File: config.mk
export PLATFORM = sky130hd
export DESIGN_NAME = hk_regs
export DESIGN_NICKNAME = d
export VERILOG_FILES = /design/src/hdl/hk_pkg.sv /design/src/hdl/hk_regs.sv
export VERILOG_INCLUDE_DIRS = /design/src /design/src/include
export SDC_FILE = /design/constraint.sdc
export NUM_CORES = 1
export LEC_CHECK = 0
export BUFFER_PORTS_ARGS = -buffer_cell sky130_fd_sc_hd__buf_2
export CAP_MARGIN = 20
export CORE_MARGIN = 2
export CORE_UTILIZATION = 35
export DETAILED_ROUTE_END_ITERATION = 8
export PLACE_DENSITY = 0.75
export SLEW_MARGIN = 30
export SYNTH_ARGS = -nofsm -noshare
export SYNTH_HDL_FRONTEND = slang
export SYNTH_SLANG_ARGS = --single-unit
File: constraint.sdc
create_clock -name clk_i -period 1.4 [get_ports clk_i]
set_clock_uncertainty 0.2 [all_clocks]
set_input_delay 0.14 -clock clk_i [delete_from_list [all_inputs] [get_ports clk_i]]
set_output_delay 0.14 -clock clk_i [all_outputs]
set_load 0.05 [all_outputs]
File: src/include/retrosoc_settings.svh
`ifndef RETROSOC_SETTINGS_SVH
`define RETROSOC_SETTINGS_SVH

// chip identification read back over housekeeping SPI
`define MFGR_ID    12'h456
`define PROD_ID    8'h05
`define MASK_REV   4'h1

`define RST_STAGES 5

// word address bits of the ram based at address 0
`define RAM_AW     10
`define GPIO_W     16

// apb map
`define APB_GPIO_BASE 32'h0300_0000
`define GPIO_OUT_OFS  32'h0
`define GPIO_OE_OFS   32'h4
`define GPIO_IN_OFS   32'h8

`endif
File: src/hdl/hk_pkg.sv
package hk_pkg;

  typedef logic [7:0] hk_addr_t;
  typedef logic [7:0] hk_data_t;

  // anything not listed acts as a no-op
  typedef enum logic [7:0] {
    CMD_NOP   = 8'h00,
    CMD_READ  = 8'h40,
    CMD_WRITE = 8'h80
  } hk_cmd_e;

  typedef struct packed {
    logic sck;
    logic csb;
    logic sdi;
  } spi_pins_t;

  // idle bus with chip select released
  localparam spi_pins_t SPI_PINS_IDLE = '{sck: 1'b0, csb: 1'b1, sdi: 1'b0};

  // register indices
  localparam hk_addr_t REG_MFGR_HI  = 8'h00;
  localparam hk_addr_t REG_MFGR_LO  = 8'h01;
  localparam hk_addr_t REG_PROD_ID  = 8'h02;
  localparam hk_addr_t REG_MASK_REV = 8'h03;
  localparam hk_addr_t REG_XTAL_ENA = 8'h08;
  localparam hk_addr_t REG_PLL_TRIM = 8'h09;
  localparam hk_addr_t REG_PLL_BYP  = 8'h0A;
  localparam hk_addr_t REG_IRQ      = 8'h0B;
  localparam hk_addr_t REG_SOFT_RST = 8'h0C;

endpackage

File: src/hdl/hk_regs.sv
`timescale 1ns/1ps
`include "retrosoc_settings.svh"

module hk_regs (
  input  logic             clk_i,
  input  logic             arst_n_i,
  input  hk_pkg::hk_addr_t reg_addr_i,
  input  logic             wr_en_i,
  input  hk_pkg::hk_data_t wr_data_i,
  input  logic             rd_en_i,
  output hk_pkg::hk_data_t rd_data_o,
  output logic             xtal_ena_o,
  output logic [3:0]       pll_trim_o,
  output logic             pll_bypass_o,
  output logic             irq_o,
  output logic             soft_rst_o
);

  localparam logic [11:0] MFGR_ID = `MFGR_ID;

  logic             xtal_ena_q;
  logic [3:0]       pll_trim_q;
  logic             pll_bypass_q;
  logic             irq_q;
  logic             soft_rst_q;
  hk_pkg::hk_data_t rd_mux;
  hk_pkg::hk_data_t rd_data_q;

  always_ff @(posedge clk_i or negedge arst_n_i) begin
    if (!arst_n_i) begin
      xtal_ena_q   <= 1'b1;
      pll_trim_q   <= 4'h0;
      pll_bypass_q <= 1'b1;
      irq_q        <= 1'b0;
      soft_rst_q   <= 1'b0;
    end else if (wr_en_i) begin
      // id bytes and unused indices drop the write
      case (reg_addr_i)
        hk_pkg::REG_XTAL_ENA: xtal_ena_q   <= wr_data_i[0];
        hk_pkg::REG_PLL_TRIM: pll_trim_q   <= wr_data_i[3:0];
        hk_pkg::REG_PLL_BYP:  pll_bypass_q <= wr_data_i[0];
        hk_pkg::REG_IRQ:      irq_q        <= wr_data_i[0];
        hk_pkg::REG_SOFT_RST: soft_rst_q   <= wr_data_i[0];
        default: ;
      endcase
    end
  end

  always_comb begin
    case (reg_addr_i)
      hk_pkg::REG_MFGR_HI:  rd_mux = {4'h0, MFGR_ID[11:8]};
      hk_pkg::REG_MFGR_LO:  rd_mux = MFGR_ID[7:0];
      hk_pkg::REG_PROD_ID:  rd_mux = `PROD_ID;
      hk_pkg::REG_MASK_REV: rd_mux = {4'h0, `MASK_REV};
      hk_pkg::REG_XTAL_ENA: rd_mux = {7'h0, xtal_ena_q};
      hk_pkg::REG_PLL_TRIM: rd_mux = {4'h0, pll_trim_q};
      hk_pkg::REG_PLL_BYP:  rd_mux = {7'h0, pll_bypass_q};
      hk_pkg::REG_IRQ:      rd_mux = {7'h0, irq_q};
      hk_pkg::REG_SOFT_RST: rd_mux = {7'h0, soft_rst_q};
      default:              rd_mux = '0;
    endcase
  end

  always_ff @(posedge clk_i) begin
    if (rd_en_i) begin
      rd_data_q <= rd_mux;
    end
  end

  assign rd_data_o    = rd_data_q;
  assign xtal_ena_o   = xtal_ena_q;
  assign pll_trim_o   = pll_trim_q;
  assign pll_bypass_o = pll_bypass_q;
  assign irq_o        = irq_q;
  assign soft_rst_o   = soft_rst_q;

endmodule

Word level (Yosys, flattened, before mapping). Cells that the tools add are included.

Equality and inequality tests: 8. Mux-type cells: 1. Reduce and logical (&&, ||, !) cells: 6.

Operators with widths (count): $pmux W7 S9 (1); $eq A8 B4 Y1 const B (5); $eq A8 B2 Y1 const B (2); $reduce_and A2 Y1 (5); $eq A8 B1 Y1 const B (1); $logic_not A8 Y1 (1).

Bits in registers: 16. Input bits: 20. Output and inout bits: 16. Word-level logic and storage cells: 21.

Logic depth before layout (Yosys ltp).
Depth in word-level cells: 2. Gate-level depth with buffers: 4. Gate-level depth less buffers: 3.

Least setup slack after synthesis. No wires, ideal clock.

Path type: input to register. Start: input port reg_addr_i[5]. End: register pll_bypass_q, in the netlist pll_bypass_o. Library setup time: 85 ps. Data arrival time: 1363 ps. Data required time: 1115 ps. Path slack: -248 ps. Cell stages on the path: 4. Path buffers: 1. Path through: or4_1 > buf_2 > nor4_1 > mux2_1.

Word-level cells in the longest chain between the ends: 2.

RTL lines: from (decl) (line hk_regs.sv:7) `input hk_pkg::hk_addr_t reg_addr_i,`; $eq A8 B4 Y1 (line hk_regs.sv:38) `case (reg_addr_i)`; $reduce_and A2 Y1 (no line); to (signal assigned) (line hk_regs.sv:41) `hk_pkg::REG_PLL_BYP: pll_bypass_q <= wr_data_i[0];`; to (decl) (line hk_regs.sv:23) `logic pll_bypass_q;`.

Every way passes these cells. A chain may end at the register's enable or synchronous reset.

Final worst setup path.
Start: register pll_bypass_q, in the netlist pll_bypass_o. End: register rd_data_q[0], in the netlist rd_data_o[0] (data pin).

Word-level cells in the longest chain between the ends: 1.

RTL lines: $pmux W7 S9 (line hk_regs.sv:50) `case (reg_addr_i)`; net rd_mux[0] (line hk_regs.sv:26) `hk_pkg::hk_data_t rd_mux;`; to (signal assigned) (line hk_regs.sv:66) `rd_data_q <= rd_mux;`; to (decl) (line hk_regs.sv:27) `hk_pkg::hk_data_t rd_data_q;`.

The timed path passes the listed nets, and every way through them passes these cells.

==> metrics.md <==
| Metric | Value |
|---|---|
| Status | `finished, violations left` |
| Failing checks | `negative setup slack` |
| Reg-to-reg endpoint | `rd_data_o[0]$_DFFE_PP_` |
| Max Fclk | `680 MHz` |
| Nets | `130` |
| ANT cells | `0` |
| Fin util | `64.1%` |
| Total CTS buffers | `3` |
| Hpwl dp | `1.28 mm` |
| Unique masters post-synth | `29` |
| Number of buffers added on ports | `29` |
| Total wire length | `1.71 mm` |
| Setup Crit Path Kind | `flop to flop` |
| Final min period | `~1.5 ns` |
| Fin worst setup slack | `-0.0702 ns` |
| DR iter-0 viols | `14` |
| Clk slew on worst S/H paths | `0.08 ns` |
| First-pass GRT wire length | `~2.7 mm` |
| Tcrit/Tclk final | `105%` |
| Total power | `between 800 and 900 uW` |
| Die area | `approximately 2300 um2` |
| Hold Vio Cnt, Final | `0` |
| HP Class | `input pin to asynchronous set/reset pin` |
| IO Count | `36` |
| Design area | `around 1100 um2` |
| Proportion of layout cells with a drive suffix above 1 | `around three fifths` |
| Register area share after synthesis | `53.0%` |
| Lkg Pwr | `approximately 0.53 nW` |
| Vias in the first global route | `roughly 610` |
| Critical Path Source Type | `flop` |
| Die W | `roughly 48 um` |
| Worst setup EP type | `flop` |
| Syn Area/Cell | `about 11 um2` |
| Unrepaired setup endpoints after global routing | `true` |
| Peak fanout along the critical path | `2` |
| Clk buf depth | `2` |
| Gr ovfl total | `0` |
| Reg-to-reg critical path startpoint | `pll_bypass_o$_DFFE_PN1P_` |
| Die Span Y | `47.6 um` |
| Number of core rows | `15` |
| Tot GR Track Use | `between 15 and 20%` |
| Vias post-DR | `roughly 660` |
| Remaining DRCs | `0` |
| FF/Latch Area | `about 360 um2` |
| Synth Warn # | `0` |
| PD cells | `~790 nW/um2` |
| Multi-input logic area | `~330 um2` |
| Total of max-cap violations | `0` |
| Initial antenna violation count | `0` |
| Pin count of the biggest net entering global routing | `9` |
| Final setup vio count | `4` |
| CTS tree | `done` |
| Initial Util | `37.7%` |
| Core Footprint | `1760 um2` |
| Synth Cell Area | `666 um2` |
| Gpl congestion | `0.817` |
| Final Slew Violations | `0` |
| Drt wl/cell | `12.7 um` |
| DRT Pass-1 Iters | `4` |
| Fin Setup TNS | `-0.105 ns` |
| Post-DRT Antenna Nets | `0` |
| Fillers | `about 150` |
| Sink Count | `13` |
| Clk Latency, worst-skew pair | `0.27 ns` |
| Worst EP arrival | `between 1 and 1.5 ns` |
| H-tree levels | `1` |
| CP required | `~1.3 ns` |
| Routed vias/inst | `between 4 and 5` |
| DP Area | `~980 um2` |
| Synth-to-layout area growth | `69.9%` |
| Seq cells post-synth | `13` |
| Peak supply drop | `approximately 540 uV` |
| FF-to-FF path depth | `3` |
| Mapped Cells | `a little under 60` |
| Flop2flop setup slack | `-0.07 ns` |
| Root buffer cell | `clkbuf_4` |
stage by stage:
stage	setup slack, ns	hold slack (ns)	instances
floorplan	-0.216	-0.356	59
global placement	-0.281	-0.213	123
detailed placement	-0.319	-0.209	123
CTS	-0.0356	0.0287	133
global route	-0.0874	0.0428	134
finish	-0.0702	0.0240	134
layout make-up:
cell class / count / share of cell area [%]
Inverter: 2 / 0.664
Timing Repair Buffer: 53 / 33.8
Clock buffer: 4 / 2.32
Tap cell: 25 / 2.77
Multi-Input combinational cell: 37 / 28.9
Sequential cell: 13 / 31.5
worst max path at each step:
stage                                         from                        to
after global routing      pll_bypass_o$_DFFE_PN1P_    rd_data_o[0]$_DFFE_PP_
after global placement               reg_addr_i[5]  pll_bypass_o$_DFFE_PN1P_
final                     pll_bypass_o$_DFFE_PN1P_    rd_data_o[0]$_DFFE_PP_
after floorplan                      reg_addr_i[5]    xtal_ena_o$_DFFE_PN1P_
after detailed placement             reg_addr_i[5]    rd_data_o[0]$_DFFE_PP_
after CTS                 pll_bypass_o$_DFFE_PN1P_    rd_data_o[0]$_DFFE_PP_
synthesized netlist by cell type:
cell type / instances / area, um2
edfxtp_1: 5 / 150
mux2_1: 2 / 22.5
and3_1: 1 / 6.26
nand3b_1: 2 / 15.0
a311oi_1: 1 / 8.76
nand4b_1: 1 / 8.76
inv_1: 2 / 7.51
mux2_2: 6 / 67.6
conb_1: 1 / 3.75
or3_1: 1 / 6.26
nor4bb_1: 1 / 10.0
nand4_1: 1 / 6.26
buf_2: 1 / 5.00
or4_1: 1 / 7.51
nor4b_1: 1 / 8.76
a21oi_1: 1 / 5.00
nand2b_1: 1 / 6.26
nor4_1: 3 / 18.8
nor2_1: 2 / 7.51
dfstp_2: 2 / 52.6
nor3b_1: 1 / 7.51
dfrtp_1: 6 / 150
nand2_1: 4 / 15.0
nand3_1: 2 / 10.0
a2111oi_0: 1 / 8.76
buf_4: 4 / 30.0
a21boi_0: 1 / 7.51
nor3_1: 1 / 5.00
clkbuf_1: 2 / 7.51
flip-flops by register name, indices dropped and copies added (netlist names):
signal	count
pll_bypass_o	1
irq_o	1
xtal_ena_o	1
soft_rst_o	1
rd_data_o	5
pll_trim_o	4
worst max-delay path, stage by stage (launching register included):
cell and delay, ns:
dfstp_2 0.54, nand2_1 0.06, a2111oi_1 0.37, or3_1 0.17
kinds of logic after synthesis:
family	after synthesis	synth area share, %
and+or+nand+nor	23	20.9
DFF	13	53.0
buffers and inverters	9	7.52
muxes	8	13.5
AOI/OAI and AO/OA	4	4.51
other	1	0.563
power breakdown:
part	internal (mW)	switching (mW)
clock network	0.110	0.114
registers	0.415	0.00951
logic	0.0970	0.146
total	0.623	0.269
cells in the final DEF (no fill, tap or decap):
master / instances
buf_6: 2
a311oi_1: 1
buf_4: 16
or3_1: 1
buf_8: 2
nand3b_1: 2
clkbuf_1: 1
clkbuf_4: 3
buf_2: 26
dfrtp_1: 3
nand3_1: 2
a21boi_0: 1
dlygate4sd3_1: 6
nor3_4: 1
nor4b_1: 1
or4_4: 1
nor4bb_1: 1
nor3b_1: 1
nand4_1: 1
nand4b_1: 1
buf_12: 1
dfstp_2: 2
mux2_2: 5
dfrtp_2: 3
nor2_1: 2
nand2_1: 4
edfxtp_1: 5
a21oi_1: 1
and3_1: 1
a2111oi_1: 1
nor4_2: 1
mux2_1: 1
nor4_4: 2
conb_1: 2
mux2_4: 2
inv_1: 2
nand2b_1: 1
routing by layer:
metal,share of wire (%),GRT usage [%],vias to the layer above
met3,6.4,5.66,6
met1,38,18.5,311
met5,0,0,-
met2,53,30.3,29
li1,-,-,311
met4,2.6,8.65,0
repair_timing:
| action | in CTS | in global routing |
|---|---|---|
| resized for setup | 9 | 4 |
| pin swaps | 1 | 3 |
| gates cloned | 0 | 0 |
| buffers inserted | 0 | 1 |
| hold buffers | 6 | 0 |
| endpoints found under the hold margin | 21 | 0 |
| endpoints found under the setup margin | 6 | 10 |
(Power assumes the default switching activity.)
