### src/hdl/hk_pkg.sv
package hk_pkg;

  typedef logic [7:0] hk_addr_t;
  typedef logic [7:0] hk_data_t;

  // anything not listed acts as a no-op
  typedef enum logic [7:0] {
    CMD_NOP   = 8'h00,
    CMD_READ  = 8'h40,
    CMD_WRITE = 8'h80
  } hk_cmd_e;

  typedef struct packed {
    logic sck;
    logic csb;
    logic sdi;
  } spi_pins_t;

  // idle bus with chip select released
  localparam spi_pins_t SPI_PINS_IDLE = '{sck: 1'b0, csb: 1'b1, sdi: 1'b0};

  // register indices
  localparam hk_addr_t REG_MFGR_HI  = 8'h00;
  localparam hk_addr_t REG_MFGR_LO  = 8'h01;
  localparam hk_addr_t REG_PROD_ID  = 8'h02;
  localparam hk_addr_t REG_MASK_REV = 8'h03;
  localparam hk_addr_t REG_XTAL_ENA = 8'h08;
  localparam hk_addr_t REG_PLL_TRIM = 8'h09;
  localparam hk_addr_t REG_PLL_BYP  = 8'h0A;
  localparam hk_addr_t REG_IRQ      = 8'h0B;
  localparam hk_addr_t REG_SOFT_RST = 8'h0C;

endpackage

### src/hdl/hk_spi_slave.sv
`timescale 1ns/1ps

module hk_spi_slave (
  input  logic             clk_i,
  input  logic             arst_n_i,
  input  logic             sck_i,
  input  logic             csb_i,
  input  logic             sdi_i,
  output logic             sdo_o,
  output logic             sdo_oe_o,
  output hk_pkg::hk_addr_t reg_addr_o,
  output logic             wr_en_o,
  output hk_pkg::hk_data_t wr_data_o,
  output logic             rd_en_o,
  input  hk_pkg::hk_data_t rd_data_i
);

  typedef enum logic [1:0] {
    PH_CMD,
    PH_ADDR,
    PH_DATA
  } phase_e;

  logic             sck_q;
  logic             sck_rise;
  logic             sck_fall;
  logic             byte_done;
  logic             tx_active;
  logic [2:0]       bit_cnt_q;
  logic [6:0]       rx_q;
  logic [7:0]       rx_byte;
  logic [7:0]       tx_q;
  logic             sdo_q;
  logic             rd_en_q;
  logic             load_q;
  phase_e           phase_q;
  hk_pkg::hk_cmd_e  cmd_q;
  hk_pkg::hk_addr_t addr_q;

  assign sck_rise  = sck_i & ~sck_q;
  assign sck_fall  = ~sck_i & sck_q;
  assign byte_done = sck_rise & ~csb_i & (bit_cnt_q == 3'd7);
  assign rx_byte   = {rx_q, sdi_i};
  assign tx_active = ~csb_i & (phase_q == PH_DATA) & (cmd_q == hk_pkg::CMD_READ);

  // frame state cleared while csb is high
  always_ff @(posedge clk_i or negedge arst_n_i) begin
    if (!arst_n_i) begin
      sck_q     <= 1'b0;
      bit_cnt_q <= '0;
      phase_q   <= PH_CMD;
      cmd_q     <= hk_pkg::CMD_NOP;
      addr_q    <= '0;
      rd_en_q   <= 1'b0;
      load_q    <= 1'b0;
    end else begin
      sck_q   <= sck_i;
      rd_en_q <= 1'b0;
      load_q  <= rd_en_q;
      if (csb_i) begin
        bit_cnt_q <= '0;
        phase_q   <= PH_CMD;
      end else if (sck_rise) begin
        bit_cnt_q <= bit_cnt_q + 3'd1;
      end
      if (byte_done) begin
        case (phase_q)
          PH_CMD: begin
            cmd_q   <= hk_pkg::hk_cmd_e'(rx_byte);
            phase_q <= PH_ADDR;
          end
          PH_ADDR: begin
            addr_q  <= rx_byte;
            phase_q <= PH_DATA;
            rd_en_q <= (cmd_q == hk_pkg::CMD_READ);
          end
          default: begin
            // next register is prefetched for reads
            addr_q  <= addr_q + 8'd1;
            rd_en_q <= (cmd_q == hk_pkg::CMD_READ);
          end
        endcase
      end
    end
  end

  always_ff @(posedge clk_i) begin
    if (sck_rise) begin
      rx_q <= rx_byte[6:0];
    end
  end

  // sdo moves on sck falling edges only
  always_ff @(posedge clk_i or negedge arst_n_i) begin
    if (!arst_n_i) begin
      tx_q  <= '0;
      sdo_q <= 1'b0;
    end else if (load_q) begin
      tx_q <= rd_data_i;
    end else if (sck_fall && tx_active) begin
      sdo_q <= tx_q[7];
      tx_q  <= {tx_q[6:0], 1'b0};
    end
  end

  assign sdo_o      = sdo_q;
  assign sdo_oe_o   = tx_active;
  assign reg_addr_o = addr_q;
  assign rd_en_o    = rd_en_q;
  assign wr_data_o  = rx_byte;
  assign wr_en_o    = byte_done & (phase_q == PH_DATA) & (cmd_q == hk_pkg::CMD_WRITE);

  // a new frame starts with the output enable and the write strobe low
  a_oe_in_frame: assert property (@(posedge clk_i) disable iff (!arst_n_i)
    csb_i |=> !sdo_oe_o);

  a_wr_in_frame: assert property (@(posedge clk_i) disable iff (!arst_n_i)
    csb_i |=> !wr_en_o);

endmodule

### config.mk
export PLATFORM = sky130hd
export DESIGN_NAME = hk_spi_slave
export DESIGN_NICKNAME = d
export VERILOG_FILES = /design/src/hdl/hk_pkg.sv /design/src/hdl/hk_spi_slave.sv
export SDC_FILE = /design/constraint.sdc
export NUM_CORES = 1
export LEC_CHECK = 0
export BUFFER_PORTS_ARGS = -buffer_cell sky130_fd_sc_hd__buf_2
export CAP_MARGIN = 10
export CORE_ASPECT_RATIO = 2
export CORE_MARGIN = 8
export CORE_UTILIZATION = 30
export DETAILED_ROUTE_END_ITERATION = 8
export MAX_ROUTING_LAYER = met4
export PLACE_DENSITY = 0.5
export SLEW_MARGIN = 10
export SYNTH_ARGS = -nofsm -noshare
export SYNTH_HDL_FRONTEND = slang
export SYNTH_SLANG_ARGS = --single-unit
### constraint.sdc
create_clock -name clk_i -period 5.1 [get_ports clk_i]
set_clock_uncertainty 0.15 [all_clocks]
set_input_delay 1.02 -clock clk_i [delete_from_list [all_inputs] [get_ports clk_i]]
set_output_delay 1.02 -clock clk_i [all_outputs]
set_load 0.05 [all_outputs]
== Yosys cells after proc, flatten, opt, wreduce, memory -nomap -nowiden ==
Index checks and enable logic that the tools add are counted.
W data, S select, Z words.
Word-level totals
  register bits after elaboration: 40
  output and inout port bits: 20
  logic and storage cells: 47
Cells by class
  add/sub/neg operators: 2
  equality and inequality tests: 5
  multiplexer cells: 10
  bitwise logic cells: 13
  reduce and logical (&&, ||, !) cells: 7
Operator list (count)
  $mux W8: 2
  $pmux W8 S2: 1
  $add A8 B1 Y8 const B: 1
  $and A1 B1 Y1: 8
  $eq A8 B7 Y1 const B: 1
  $eq A8 B8 Y1 const B: 1
  $mux W3: 2
  $reduce_and A2 Y1: 3
  $not A1 Y1: 5
  $mux W2: 2
  $pmux W2 S2: 1
  $reduce_bool A2 Y1: 2
  $add A3 B1 Y3 const B: 1
  $eq A3 B3 Y1 const B: 1
  $eq A2 B1 Y1 const B: 1
  $eq A2 B2 Y1 const B: 1
  $logic_not A2 Y1: 1
  $mux W1: 2
  $logic_and A1 B1 Y1: 1

== Depth between registers and ports, before layout ==
  depth after elaboration: 6
  gate-level depth with buffers: 7
  depth with buffers taken out: 6

== Worst setup path after synthesis ==
Ideal clock, no wire load.
  path kind: input -> output
  from: input csb_i
  to: output wr_en_o
  arrival time: 3.282 ns
  required time: 3.930 ns
  path slack: 0.648 ns
  stages on the path: 5
  path buffers: 2
  cells stage by stage: buf_6 and4bb_1 buf_2 nand3_1 nor4b_1
Between the ends
  longest elaborated chain between the ends: 5
Ends and longest elaborated chain
  start, declared: line hk_spi_slave.sv:7  | input logic csb_i,
  $not A1 Y1: line hk_spi_slave.sv:42  | assign byte_done = sck_rise & ~csb_i & (bit_cnt_q == 3'd7);
  $and A1 B1 Y1 (2 in a row): line hk_spi_slave.sv:42
  $and A1 B1 Y1 (2 in a row): line hk_spi_slave.sv:111  | assign wr_en_o = byte_done & (phase_q == PH_DATA) & (cmd_q == hk_pkg::CMD_WRITE);
  end, declared: line hk_spi_slave.sv:12  | output logic wr_en_o,
Every way passes these cells.

== Worst setup path after layout ==
Ends and elaborated chain as after synthesis.

==> flow_metrics.env <==
export IMPL_rows=41
export IMPL_drcViolationCount=0
export IMPL_placed_area_sq_mm=0.002141
export IMPL_critPathTopFamily="simple AND/OR/NAND/NOR gates"
export IMPL_viasPerCell=4.722
export IMPL_antenna_cells=0
export IMPL_total_power_uw=764.0
export IMPL_synth_top_cells_by_count="33 x dfrtp_1, 22 x nand2_1, 11 x o21ai_0"
export IMPL_vdd_ir_drop_max_uv=189.1
export IMPL_yosysSeqAreaShare=0.5387
export IMPL_dr_pass1_iters=2
export IMPL_setup_viol=0
export IMPL_clock_fmax_mhz=282.6
export IMPL_tns_ps=0
export IMPL_cap_violations=0
export IMPL_postCtsSetupBuffers=0
export IMPL_holdCritPathClass="register to register"
export IMPL_hold_path_endpoint="load_q$_DFF_PN0_"
export IMPL_syn_area_per_cell_sq_um=11.25
export IMPL_crit_path_frequent_cell="buf_2"
export IMPL_power_density_mw_per_mm2=327.9
export IMPL_synth_warnings=0
export IMPL_core_area_sq_mm=0.006259
export IMPL_worstSkewPairLatency_ps=290
export IMPL_p_leak_nw=1.142
export IMPL_reg2regPathDepth=6
export IMPL_syn_num_nets=187
export IMPL_slowest_delay_ps=510
export IMPL_syn_to_final_growth_pct=21.14
export IMPL_grtUsageTotal=0.1021
export IMPL_fin_area_sq_mm=0.002330
export IMPL_die_h_um=129.2
export IMPL_vias=1360
export IMPL_synth_flop_cell="dfrtp_1"
export IMPL_ys_top_cells_by_area="dfrtp_1 43%, edfxtp_1 11%, mux2_2 4.7%"
export IMPL_finalHoldViolCount=0
export IMPL_place_congestion=0.7832
export IMPL_max_clock_path_buffers=2
export IMPL_grt_pass1_wl_mm=7.093
export IMPL_yosysMostFrequentCell="dfrtp_1"
export IMPL_die_area_sq_mm=0.009384
export IMPL_min_period_ps=3539
export IMPL_wl_per_cell_um=14.88
export IMPL_drv_slew=0
export IMPL_portBuffers=32
export IMPL_fp_dieW_um=72.62
export IMPL_clkTransAtPathRegs_ps=60
export IMPL_layoutNonFillerInstCount=288
export IMPL_netlist_area_sq_mm=0.001923
export IMPL_worstPathArrival_ps=2370
export IMPL_start_util=0.3073
export IMPL_cts_tree="built"
export IMPL_ys_types=41
export IMPL_grt_max_degree=34
export IMPL_fin_crit_sh=0.6939
export IMPL_detail_route_antenna_nets=0
export IMPL_crit_path_end_kind="output pin"
export IMPL_cts_buffers=5
export IMPL_worst_slew_pin_slew_ps=966.6
export IMPL_async_flop_share=0.8250
export IMPL_reg2reg_slack_ps=2760
export IMPL_drive_gt1_frac=0.2624
export IMPL_hold_depth=0
export IMPL_cts_hold_buf=0
export IMPL_gr_total_overflow=0
export IMPL_drt_total_wl_mm=4.284
export IMPL_cts_resized=0
export IMPL_rr_startpoint="bit_cnt_q[0]$_DFFE_PN0P_"
export IMPL_worstReg2RegEnd="reg_addr_o[7]$_DFFE_PN0P_"
export IMPL_synth_top_area_frac=0.4294
export IMPL_synth_enable_flop_cells=7
export IMPL_path_buf_inv=2
export IMPL_utilization=0.3723
export IMPL_fin_nets=217
export IMPL_rsz0062_at_grt="no"
export IMPL_cp_max_fo=11
export IMPL_worstPathRequired_ps=3930
export IMPL_hold_path_startpoint="rd_en_o$_DFF_PN0_"
export IMPL_cts_max_level=2
export IMPL_timing_slew_headroom=0.3543
export IMPL_synth_top_cell_by_area="dfrtp_1"
export IMPL_ios=33
export IMPL_cts_root_buf="clkbuf_16"
export IMPL_cts_sinks=40
export IMPL_antenna_found_initial=0
export IMPL_crit_chain="buf_2 -> and4bb_1 -> nand3_1 -> nor4b_1 -> buf_2"
export IMPL_syn_inst=171
export IMPL_cp_start_kind="input pin"
export IMPL_synth_seq_cells=40
export IMPL_dp_cells=280
export IMPL_drt_iter0_markers=52
export IMPL_grt_pass1_vias=1381
export IMPL_status="complete, no violations"
export IMPL_path_class="input pin to output pin"
export IMPL_hpwl_mm=3.212
export IMPL_critPathSlowestCell="and4bb_1"
==> cell usage in the layout (no fill, tap or decap), types with 2 or more instances in the layout <==
master     count
dfrtp_1       33
nor4b_1        2
and3_1         4
clkbuf_16      5
nor3b_1        2
buf_2         32
a31oi_1        3
edfxtp_1       7
bufinv_16      2
nor2_1         7
nor3b_2        2
o22ai_1        2
nand3_1        7
inv_1          5
o21ai_0       11
nand2_1       22
a21oi_1        8
nor2b_1        9
mux2i_1        7
mux2_2         8
ha_1           3
xnor2_1        2
==> per-layer routing <==
layer | part of all wire | GRT usage
met5 | 0 | -
met3 | 0.043 | 0.02477
met4 | 0.023 | 0.05701
met1 | 0.37 | 0.09566
met2 | 0.56 | 0.1824
==> how the worst max path moves through the flow <==
stage	slack (ps)	endpoint	startpoint	depth (start not counted)
4_1_cts	1530	wr_en_o	csb_i	5
5_1_grt	1440	wr_en_o	csb_i	5
6_report	1560	wr_en_o	csb_i	5
3_5_place_dp	1520	wr_en_o	csb_i	5
3_3_place_gp	1540	wr_en_o	csb_i	5
2_1_floorplan	650	wr_en_o	csb_i	5
==> report_power, final <==
group / internal [mW] / switching (mW) / leakage [nW] / total [mW]
registers: 0.329 / 0.00327 / 0.519 / 0.332
logic: 0.00709 / 0.0208 / 0.532 / 0.0279
clock network: 0.280 / 0.123 / 0.0911 / 0.404
total: 0.617 / 0.147 / 1.14 / 0.764
==> area by class of cell <==
type	instances	area (sq um)
clock buffers	6	128.9
fillers	672	3929
clock inverters	2	60.06
inverters	5	18.77
multi-input cells	117	818.3
well taps	86	107.6
repair buffers	32	160.2
flip-flops and latches	40	1036
==> per-stage QoR <==
step | hold slack [ps] | setup slack, ps
floorplan | 306.2 | 648.5
global placement | 217.5 | 1538
detailed placement | 222.3 | 1520
CTS | 235.2 | 1528
global route | 253.0 | 1437
finish | 226.7 | 1561
==> worst register-to-register path, cell delays in order, from the launching register on <==
cell      delay [ps]
dfrtp_1          380
ha_1             160
ha_1             150
and4bb_1         440
o21ai_1          350
or4_1            550
nand3_1           90
==> sequential cells by signal, indices dropped and copies added (netlist names) <==
register    cells
sck_q           1
cmd_q           8
bit_cnt_q       3
rx_q            7
load_q          1
rd_en_o         1
sdo_o           1
tx_q            8
reg_addr_o      8
phase_q         2
==> kinds of logic (layout without fill, tap and decap cells) <==
family	count (synthesis)	after routing	synth area share
AO/OA/AOI/OAI	31	31	0.09759
XOR/XNOR	2	2	0.009110
adder cells (fa/ha/maj)	3	3	0.01952
buffers and inverters	14	45	0.03579
flip-flops	40	40	0.5387
multiplexers	16	16	0.08914
AND/OR/NAND/NOR	65	65	0.2102
(Power assumes the default switching activity.)
