===== src/include/retrosoc_settings.svh =====
`ifndef RETROSOC_SETTINGS_SVH
`define RETROSOC_SETTINGS_SVH

// chip identification read back over housekeeping SPI
`define MFGR_ID    12'h456
`define PROD_ID    8'h05
`define MASK_REV   4'h1

`define RST_STAGES 5

// word address bits of the ram based at address 0
`define RAM_AW     10
`define GPIO_W     16

// apb map
`define APB_GPIO_BASE 32'h0300_0000
`define GPIO_OUT_OFS  32'h0
`define GPIO_OE_OFS   32'h4
`define GPIO_IN_OFS   32'h8

`endif

===== src/hdl/bus_pkg.sv =====
`include "retrosoc_settings.svh"

package bus_pkg;

  typedef logic [31:0] addr_t;
  typedef logic [31:0] data_t;
  typedef logic [3:0] strb_t;

  typedef logic [`GPIO_W-1:0] gpio_t;

  // target of an apb address
  typedef enum logic [1:0] {
    REG_RAM,
    REG_GPIO,
    REG_NONE
  } region_e;

endpackage


===== src/hdl/apb_periph.sv =====
`timescale 1ns/1ps
`include "retrosoc_settings.svh"

module apb_periph (
  input  logic                clk_i,
  input  logic                arst_n_i,
  input  bus_pkg::addr_t      paddr_i,
  input  logic                psel_i,
  input  logic                penable_i,
  input  logic                pwrite_i,
  input  bus_pkg::data_t      pwdata_i,
  input  bus_pkg::strb_t      pstrb_i,
  output bus_pkg::data_t      prdata_o,
  output logic                pready_o,
  output logic                pslverr_o,
  input  bus_pkg::gpio_t      gpio_in_i,
  output bus_pkg::gpio_t      gpio_out_o,
  output bus_pkg::gpio_t      gpio_oe_o,
  output logic [`RAM_AW-1:0]  ram_addr_o,
  output bus_pkg::strb_t      ram_wstrb_o,
  output bus_pkg::data_t      ram_wdata_o,
  input  bus_pkg::data_t      ram_rdata_i
);

  bus_pkg::region_e region;
  bus_pkg::addr_t   gpio_ofs;
  bus_pkg::gpio_t   gpio_out_q;
  bus_pkg::gpio_t   gpio_oe_q;
  logic             access;
  logic             gpio_wr;
  logic             rd_wait_q;

  function automatic bus_pkg::gpio_t strb_merge(bus_pkg::gpio_t old_val, bus_pkg::data_t wdata,
                                                bus_pkg::strb_t strb);
    bus_pkg::gpio_t res;
    res = old_val;
    for (int b = 0; b < `GPIO_W / 8; b++) begin
      if (strb[b]) begin
        res[8*b +: 8] = wdata[8*b +: 8];
      end
    end
    return res;
  endfunction

  assign gpio_ofs = paddr_i - `APB_GPIO_BASE;

  always_comb begin
    region = bus_pkg::REG_NONE;
    if (paddr_i < `APB_GPIO_BASE) begin
      region = bus_pkg::REG_RAM;
    end else if (gpio_ofs inside {`GPIO_OUT_OFS, `GPIO_OE_OFS, `GPIO_IN_OFS}) begin
      region = bus_pkg::REG_GPIO;
    end
  end

  always_comb begin
    prdata_o = '0;
    if (region == bus_pkg::REG_RAM) begin
      prdata_o = ram_rdata_i;
    end else if (region == bus_pkg::REG_GPIO) begin
      case (gpio_ofs)
        `GPIO_OUT_OFS: prdata_o = bus_pkg::data_t'(gpio_out_q);
        `GPIO_OE_OFS:  prdata_o = bus_pkg::data_t'(gpio_oe_q);
        default:       prdata_o = bus_pkg::data_t'(gpio_in_i);
      endcase
    end
  end

  assign access  = psel_i & penable_i;
  assign gpio_wr = access & pwrite_i & (region == bus_pkg::REG_GPIO);

  // ram reads hold one extra access cycle for the registered output
  assign pready_o  = access & ((region != bus_pkg::REG_RAM) | pwrite_i | rd_wait_q);
  assign pslverr_o = pready_o & (region == bus_pkg::REG_NONE);

  always_ff @(posedge clk_i or negedge arst_n_i) begin
    if (!arst_n_i) begin
      gpio_out_q <= '0;
      gpio_oe_q  <= '0;
      rd_wait_q  <= 1'b0;
    end else begin
      rd_wait_q <= access & ~pwrite_i & (region == bus_pkg::REG_RAM) & ~rd_wait_q;
      if (gpio_wr && gpio_ofs == `GPIO_OUT_OFS) begin
        gpio_out_q <= strb_merge(gpio_out_q, pwdata_i, pstrb_i);
      end
      if (gpio_wr && gpio_ofs == `GPIO_OE_OFS) begin
        gpio_oe_q <= strb_merge(gpio_oe_q, pwdata_i, pstrb_i);
      end
    end
  end

  assign gpio_out_o  = gpio_out_q;
  assign gpio_oe_o   = gpio_oe_q;
  assign ram_addr_o  = paddr_i[`RAM_AW+1:2];
  assign ram_wdata_o = pwdata_i;
  assign ram_wstrb_o = (access && pwrite_i && region == bus_pkg::REG_RAM) ? pstrb_i : '0;

  a_penable_psel: assert property (@(posedge clk_i) disable iff (!arst_n_i)
    penable_i |-> psel_i);

  a_ready_bound: assert property (@(posedge clk_i) disable iff (!arst_n_i)
    psel_i && !penable_i ##1 psel_i && penable_i |-> ##[0:1] pready_o);

endmodule


===== config.mk =====
export PLATFORM = sky130hd
export DESIGN_NAME = apb_periph
export DESIGN_NICKNAME = d
export VERILOG_FILES = /design/src/hdl/bus_pkg.sv /design/src/hdl/apb_periph.sv
export VERILOG_INCLUDE_DIRS = /design/src /design/src/include
export SDC_FILE = /design/constraint.sdc
export NUM_CORES = 1
export LEC_CHECK = 0
export BUFFER_PORTS_ARGS = -buffer_cell sky130_fd_sc_hd__buf_2
export CELL_PAD_IN_SITES_DETAIL_PLACEMENT = 0
export CELL_PAD_IN_SITES_GLOBAL_PLACEMENT = 1
export CORE_AREA = 5 5 101 103
export CTS_BUF_LIST = sky130_fd_sc_hd__clkbuf_8
export CTS_CLUSTER_DIAMETER = 60
export DETAILED_ROUTE_END_ITERATION = 10
export DIE_AREA = 0 0 106 108
export GPL_TIMING_DRIVEN = 0
export PLACE_DENSITY = 0.95
export SETUP_SLACK_MARGIN = 0.3
export SYNTH_ARGS = -nofsm -noshare
export SYNTH_HDL_FRONTEND = slang
export SYNTH_SLANG_ARGS = --single-unit

===== constraint.sdc =====
create_clock -name clk_i -period 4 [get_ports clk_i]
set_clock_uncertainty 0.1 [all_clocks]
set_input_delay 0.8 -clock clk_i [delete_from_list [all_inputs] [get_ports clk_i]]
set_output_delay 0.8 -clock clk_i [all_outputs]
set_load 0.1 [all_outputs]

Word level (Yosys, flattened, before mapping). Index checks and enable logic that the tools add are counted. Widths: inputs -> output; s select.

Logic and storage cells: 41. Input bits: 121. Output and inout port bits: 112. Bits in registers: 33.

Bitwise gates (word level): 12. Reductions and logical operators: 12. Equal/unequal tests: 4. $lt $le $gt $ge: 1. $add $sub $neg: 1. Mux-type cells: 6.

Operators by type and width (count): $eq 32x3->1 const B (1); $eq 32x4->1 const B (1); $logic_not 32->1 (1); $lt 32x26->1 const B (1); $mux 32 (1); $pmux 16 s2 (1); $sub 32x26->32 const B (1); $mux 16 (1); $and 1x1->1 (8); $reduce_and 2->1 (4); $logic_and 1x1->1 (4); $mux 2 (2); $mux 4 (1); $reduce_bool 3->1 (1); $eq 2x1->1 const B (1); $eq 2x2->1 const B (1); $logic_not 2->1 (1); $not 1->1 (2); $or 1x1->1 (2); $reduce_bool 2->1 (1).

Logic depth before layout (Yosys ltp). Gate-level depths: netlist of run 1.

Depth in word-level cells: 10. Gate-level depth with buffers: 7. Mapped depth without buffers: 4.

Worst setup path after synthesis of run 1. Ideal clock, no wire load.

Path type: in2out. Start point: input port paddr_i[2]. End point: output port pslverr_o. Arrival time: 3.857 ns. Buffers on the path: 2. Data required time: 3.100 ns. Slack: -0.757 ns. Stages: 4. Cell sequence: buf_2 -> buf_1 -> nand2_1 -> a211oi_1.

Longest elaborated chain between the ends: 10. Elaborated cells between the ends (all ways): 14. Those cells by class: 1 x add/sub; 1 x order compare; 3 x eq/ne; 2 x mux; 4 x bitwise; 3 x reduce/logical.

RTL lines: from (decl) (RTL line apb_periph.sv:7) `input bus_pkg::addr_t paddr_i,`; $sub 32x26->32 (no line); $eq 32x3->1, or another cell as far along (RTL line apb_periph.sv:51) `` end else if (gpio_ofs inside {`GPIO_OUT_OFS, `GPIO_OE_OFS, `GPIO_IN_OFS}) begin ``; $reduce_bool 3->1 (RTL line apb_periph.sv:51); $mux 2 (RTL line apb_periph.sv:51); $mux 2 (*) (RTL line apb_periph.sv:49) `` if (paddr_i < `APB_GPIO_BASE) begin ``; $reduce_bool 2->1 (RTL line apb_periph.sv:73) `assign pready_o = access & ((region != bus_pkg::REG_RAM) | pwrite_i | rd_wait_q);`; $or 1x1->1 (2 in series) (RTL line apb_periph.sv:73); $and 1x1->1 (RTL line apb_periph.sv:73); $and 1x1->1 (*) (RTL line apb_periph.sv:74) `assign pslverr_o = pready_o & (region == bus_pkg::REG_NONE);`; to (decl) (RTL line apb_periph.sv:15) `output logic pslverr_o,`.

Mark *: on every way between the ends. The rest lies on a longest branch, timed or not.

Worst setup path after layout of run 1.
Start point: input port paddr_i[14]. End point: output port prdata_o[0].

Longest elaborated chain between the ends: 8. Elaborated cells between the ends (all ways): 13. Those cells by class: 1 x add/sub; 1 x order compare; 3 x eq/ne; 5 x mux; 3 x reduce/logical.

RTL lines: $sub 32x26->32 (no line); $eq 32x3->1, or another cell as far along (RTL line apb_periph.sv:51, apb_periph.sv:61); $reduce_bool 3->1 (RTL line apb_periph.sv:51); $mux 2 (RTL line apb_periph.sv:51); $mux 2 (RTL line apb_periph.sv:49); $eq 2x1->1 (RTL line apb_periph.sv:60) `end else if (region == bus_pkg::REG_GPIO) begin`; $mux 16 (RTL line apb_periph.sv:60); $mux 32 (*) (RTL line apb_periph.sv:58) `if (region == bus_pkg::REG_RAM) begin`; to (decl) (RTL line apb_periph.sv:13) `output bus_pkg::data_t prdata_o,`.

Marked as above.

==> results of run 1 <==
metal layers:
metal	track usage, %	vias up
li1	-	1227
met1	18.1	1244
met2	30.0	139
met3	4.30	10
met4	3.98	0
met5	0	-
cells by family after synthesis:
kind of cell	after synthesis	synth area share, %
simple gates	63	21.0
buf+inv	53	14.3
mux	48	22.1
compound gates	35	9.53
flops	33	33.1
through the flow:
stage	power (W)	utilization (%)	std cells	setup TNS (ns)	area, µm²
after detailed placement	0.000690	40.9	558	-3.21	3720
after floorplan	0.000588	-	232	0	2510
after CTS	0.000972	42.5	566	0	3870
after global routing	0.000998	42.6	566	0	3880
final	0.000956	42.6	566	0	3880
after global placement	0.000686	40.9	558	-2.58	3720
cells in the mapped netlist (2+ instances only):
library cell	count
mux2_4	8
nand2b_1	2
mux2i_1	16
nor2_1	3
dfrtp_1	33
nand2_1	21
mux2_2	24
nand4_4	2
a21oi_1	2
nor4_4	9
o21ai_0	16
buf_4	42
and3_1	5
clkbuf_1	9
a22o_1	16
and2_1	16
final cells by class:
class / count / area [µm²] / area share [%]
Multi-Input combinational cell: 146 / 1330 / 34.3
Timing Repair Buffer: 215 / 1110 / 28.7
Sequential cell: 33 / 826 / 21.3
Buffer: 53 / 370 / 9.55
Tap cell: 111 / 139 / 3.58
Clock buffer: 7 / 96.3 / 2.48
Clock inverter: 1 / 5.00 / 0.129
worst max-delay path, stage by stage:
cell and delay [ns]:
buf_2 0.10, nor4_2 0.37, nand4_4 0.27, nor2_4 0.30, clkbuf_2 0.35, a22o_1 0.19
buf_4 0.29
registers in the layout, indices dropped and copies added (netlist names):
name / count
gpio_oe_o: 16
gpio_out_o: 16
rd_wait_q: 1
layout by cell type (no fill, tap or decap), types with 8 or more instances in the layout:
cell	instances
o21ai_0	16
and2_1	16
dfrtp_1	33
buf_4	54
a22o_1	16
mux2i_1	16
nand2_1	21
mux2_4	8
mux2_2	24
nor4_4	9
buf_2	205
power by group:
| part | total [W] | internal, W | switching [W] |
|---|---|---|---|
| Clock | 0.000275 | 0.000156 | 0.000120 |
| Combinational | 0.000348 | 0.0000922 | 0.000256 |
| Sequential | 0.000334 | 0.000334 | 0.00000000716 |
what timing repair did:
| item | CTS | global route |
|---|---|---|
| resized for setup | 21 | 6 |
| endpoints found under the setup margin | 20 | 13 |
| setup buffers | 0 | 0 |
| gates cloned | 0 | 0 |
| endpoints found under the hold margin | 0 | 0 |
worst min path at each step:
| stage | from | end | slack, ns | cells after the start |
|---|---|---|---|---|
| finish | rd_wait_q | rd_wait_q | 0.33 | 1 |
| global route | rd_wait_q | rd_wait_q | 0.35 | 1 |
| CTS | rd_wait_q | rd_wait_q | 0.33 | 1 |
| detailed placement | rd_wait_q | rd_wait_q | 0.32 | 1 |
| global placement | rd_wait_q | rd_wait_q | 0.32 | 1 |
| floorplan | rd_wait_q | rd_wait_q | 0.31 | 1 |
==> run summary, run 1 <==
Tcrit/Tclk final: 89.2%
Seq/Total Area, Yosys: 33.1%
die width: 106 µm
CTS H-tree depth: 2
total gr overflow: 0
synth unique cells: 24
ys flop type: dfrtp_1
Clock Sinks: 33
vias in the first global route: 2760
Synth Area per Inst: 10.8 µm²
setup violators final: 0
worst-path fanout max: 10
DRT met1 WL: 3800 µm
Setup WS post-layout: 0.430 ns
hold buffers post-CTS: 0
die height: 108 µm
Ports: 233
Async S/R FF share, synth: 100%
Max Slew Vio Count: 0
DR WL met3: 854 µm
top sig layer: met4
Via density: 4.63
Worst-path clk slew: 0.06 ns
Max Fclk: 0.280 GHz
I/O Buffers: 215
hpwl dp: 8250 µm
DR vias: 2620
post-route ant nets: 0
VDD IR max: 160 µV
WP data arrival: 2.67 ns
Yosys reg bits: 33
GPL Wtd Cong: 0.744
first-pass GRT wire length: 14500 µm
Startpoint Class: input port
drt total wl: 9890 µm
Fillers: 936
layout cell share with drive strength beyond 1: 70.1%
CTS max path bufs: 2
worst reg2reg path depth: 1
Hold Slack: 0.335 ns
synthesized instance count: 232
status: completed
crit path capture type: output port
Worst slew margin: 41.1%
syn nets: 353
max cap viols: 0
RSZ-0062 raised after global routing: false
DRC: 0
Syn. warnings: 0
Post-synth EDFFs: 0
Period minus WS final: 3.57 ns
num rows: 35
CTS Buf Count: 5
power density over the cells: 246 mW/mm²
Worst-Skew Late Latency: 0.28 ns
crit path from: paddr_i[14]
Setup CP Type: input port to output port
Yosys top cell area share: 33.1%
FF-to-FF End: gpio_oe_o[7]
dominant cells by area after synthesis: dfrtp_1, buf_4, mux2_2, nor4_4, mux2i_1
Global Route Usage Sum: 16.0%
Initial Util: 27.4%
Reg2Reg Launch Point: gpio_oe_o[7]
nets@finish: 575
wire per inst: 17.5 µm
maximum number of pins on one net before global-route repair: 34
drt pass-1 iters: 4
Synth-to-Final Area Change: 55.5%
HP Class: flop to flop
Critical Path End: prdata_o[0]
required time of the critical path: 3.10 ns
CTS root buffer: clkbuf_8
CTS tree: done
total core area: 0.00911 mm²
Final Hold Fails: 0
Synth area leader: dfrtp_1
diode count: 0
flop-to-flop setup slack: 3.12 ns
drt first-iter violations: 58
met2 wire length: 5100 µm
DIE AREA: 0.0114 mm²
static leakage: 2.27 nW
Placement Setup Slack: -0.354 ns
synthesized cell area: 0.00249 mm²
Worst Tran Pin Value: 0.877 ns
initial antenna violation count: 0
Note: power is estimated with default switching activity, not from simulation.
==> inputs of run 2 (changes only) <==
CELL_PAD_IN_SITES_DETAIL_PLACEMENT = default   (was 0)
CELL_PAD_IN_SITES_GLOBAL_PLACEMENT = default   (was 1)
CORE_AREA = 5 5 87 89   (was 5 5 101 103)
DIE_AREA = 0 0 92 94   (was 0 0 106 108)
PLACE_DENSITY = 0.92   (was 0.95)
==> run summary, run 2 (synthesis gave the netlist of run 1 again) <==
Worst-path clk slew: 0.06 ns
crit path capture type: output port
CTS root buffer: clkbuf_8
most frequent cells in the layout: buf_2, buf_4, dfrtp_1
vias in the first global route: 2758
diode count: 0
drt total wl: 9320 µm
commonest non-fill, non-tap cell in the layout: buf_2
die width: 92 µm
HP Start: rd_wait_q
Tcrit/Tclk final: 89.1%
Worst slew margin: 42.9%
DRC: 0
CTS H-tree depth: 2
first-pass GRT wire length: 13900 µm
hold path depth: 1
WP data arrival: 2.66 ns
placed cell area: 0.00368 mm²
total gr overflow: 0
DR WL met3: 915 µm
Final Hold Fails: 0
Reg2Reg Launch Point: gpio_out_o[10]
Worst Tran Pin Value: 0.850 ns
Clock Sinks: 33
die height: 94 µm
required time of the critical path: 3.10 ns
I/O Buffers: 215
Max Fclk: 0.281 GHz
DRT met1 WL: 3250 µm
CTS max path bufs: 2
DIE AREA: 0.00865 mm²
hpwl dp: 7770 µm
Reg area: 826 µm²
worst-path fanout max: 10
flop-to-flop setup slack: 3.11 ns
total core area: 0.00668 mm²
FF-to-FF End: gpio_out_o[10]
Period minus WS final: 3.56 ns
met2 wire length: 4980 µm
Max Slew Vio Count: 0
max cap viols: 0
VDD IR max: 210 µV
drt first-iter violations: 59
Via density: 4.87
Worst path max stage delay: 0.37 ns
CTS tree: done
Worst-Skew Late Latency: 0.28 ns
post-route ant nets: 0
DR vias: 2607
HP Class: flop to flop
num rows: 30
top sig layer: met4
status: completed
Ports: 233
Hold Slack: 0.330 ns
Synth-to-Final Area Change: 54.3%
Global Route Usage Sum: 20.4%
Initial Util: 37.3%
worst reg2reg path depth: 1
power density over the cells: 261 mW/mm²
Setup CP Type: input port to output port
RSZ-0062 raised after global routing: false
static leakage: 2.28 nW
Startpoint Class: input port
final instance area: 0.00385 mm²
layout cell share with drive strength beyond 1: 69.9%
wire per inst: 17.4 µm
Slowest cell on crit path: nor4_2
GPL Wtd Cong: 0.783
Worst Hold End: rd_wait_q
initial antenna violation count: 0
Fillers: 576
maximum number of pins on one net before global-route repair: 34
setup violators final: 0
CP cell instances: buf_2, nor4_2, nand4_4, nor2_4, clkbuf_2, a22o_1, clkbuf_4
hold buffers post-CTS: 0
multi-input logic area: 0.00133 mm²
nets@finish: 575
drt pass-1 iters: 4
CTS Buf Count: 5
[run 2: changes by cell type in the layout (fill, tap and decap cells not counted), sizes merged]
cell,previous run,this run
clkbuf,15,17
inv,0,1
buf,260,257
bufinv,0,1
clkinv,1,0
[run 2: report_power, final]
part	internal, W	switching, W
Clock	0.000201	0.000122
Sequential	0.000334	0.00000000667
Combinational	0.0000921	0.000255
Total	0.000626	0.000377
[run 2: worst max-delay path, delay by kind of cell]
| family | cells | cell delay [ns] |
|---|---|---|
| buffers and inverters | 3 | 0.75 |
| and+or+nand+nor | 3 | 0.92 |
| AOI/OAI and AO/OA | 1 | 0.18 |
[run 2: area by class of cell]
type | count | share of cell area, %
Buffer | 53 | 9.55
Sequential cell | 33 | 21.4
Tap cell | 80 | 2.60
Multi-Input combinational cell | 146 | 34.6
Clock inverter | 2 | 0.877
Timing Repair Buffer | 215 | 28.8
Clock buffer | 6 | 2.14
[run 2: layer usage]
metal | GRT usage [%] | up-vias
li1 | - | 1227
met1 | 20.8 | 1231
met2 | 38.6 | 139
met3 | 7.05 | 10
met4 | 7.30 | 0
met5 | 0 | -
[run 2: what timing repair did]
item                                    CTS  global route
gates resized for setup                  17             8
endpoints found under the setup margin   14            13
setup buffers                             0             0
hold endpoints to repair                  0             0
cloned                                    0             0
[run 2: worst max path at each step]
stage / start / end / slack (ns)
floorplan: paddr_i[14] / prdata_o[0] / 0.22
global placement: paddr_i[26] / ram_wstrb_o[1] / -0.17
detailed placement: paddr_i[26] / ram_wstrb_o[1] / -0.18
CTS: paddr_i[26] / prdata_o[1] / 0.27
global route: paddr_i[26] / ram_wstrb_o[1] / 0.32
finish: paddr_i[14] / prdata_o[1] / 0.44
[run 2: through the flow]
step	TNS, ns	total power, W	cells	utilization [%]	setup slack [ns]
floorplan	0	0.000588	232	-	0.218
detailed placement	-1.90	0.000688	527	55.1	-0.183
finish	0	0.00100	535	57.6	0.437
global placement	-1.32	0.000684	527	55.1	-0.165
CTS	0	0.00101	535	57.5	0.267
global route	0	0.00104	535	57.6	0.316
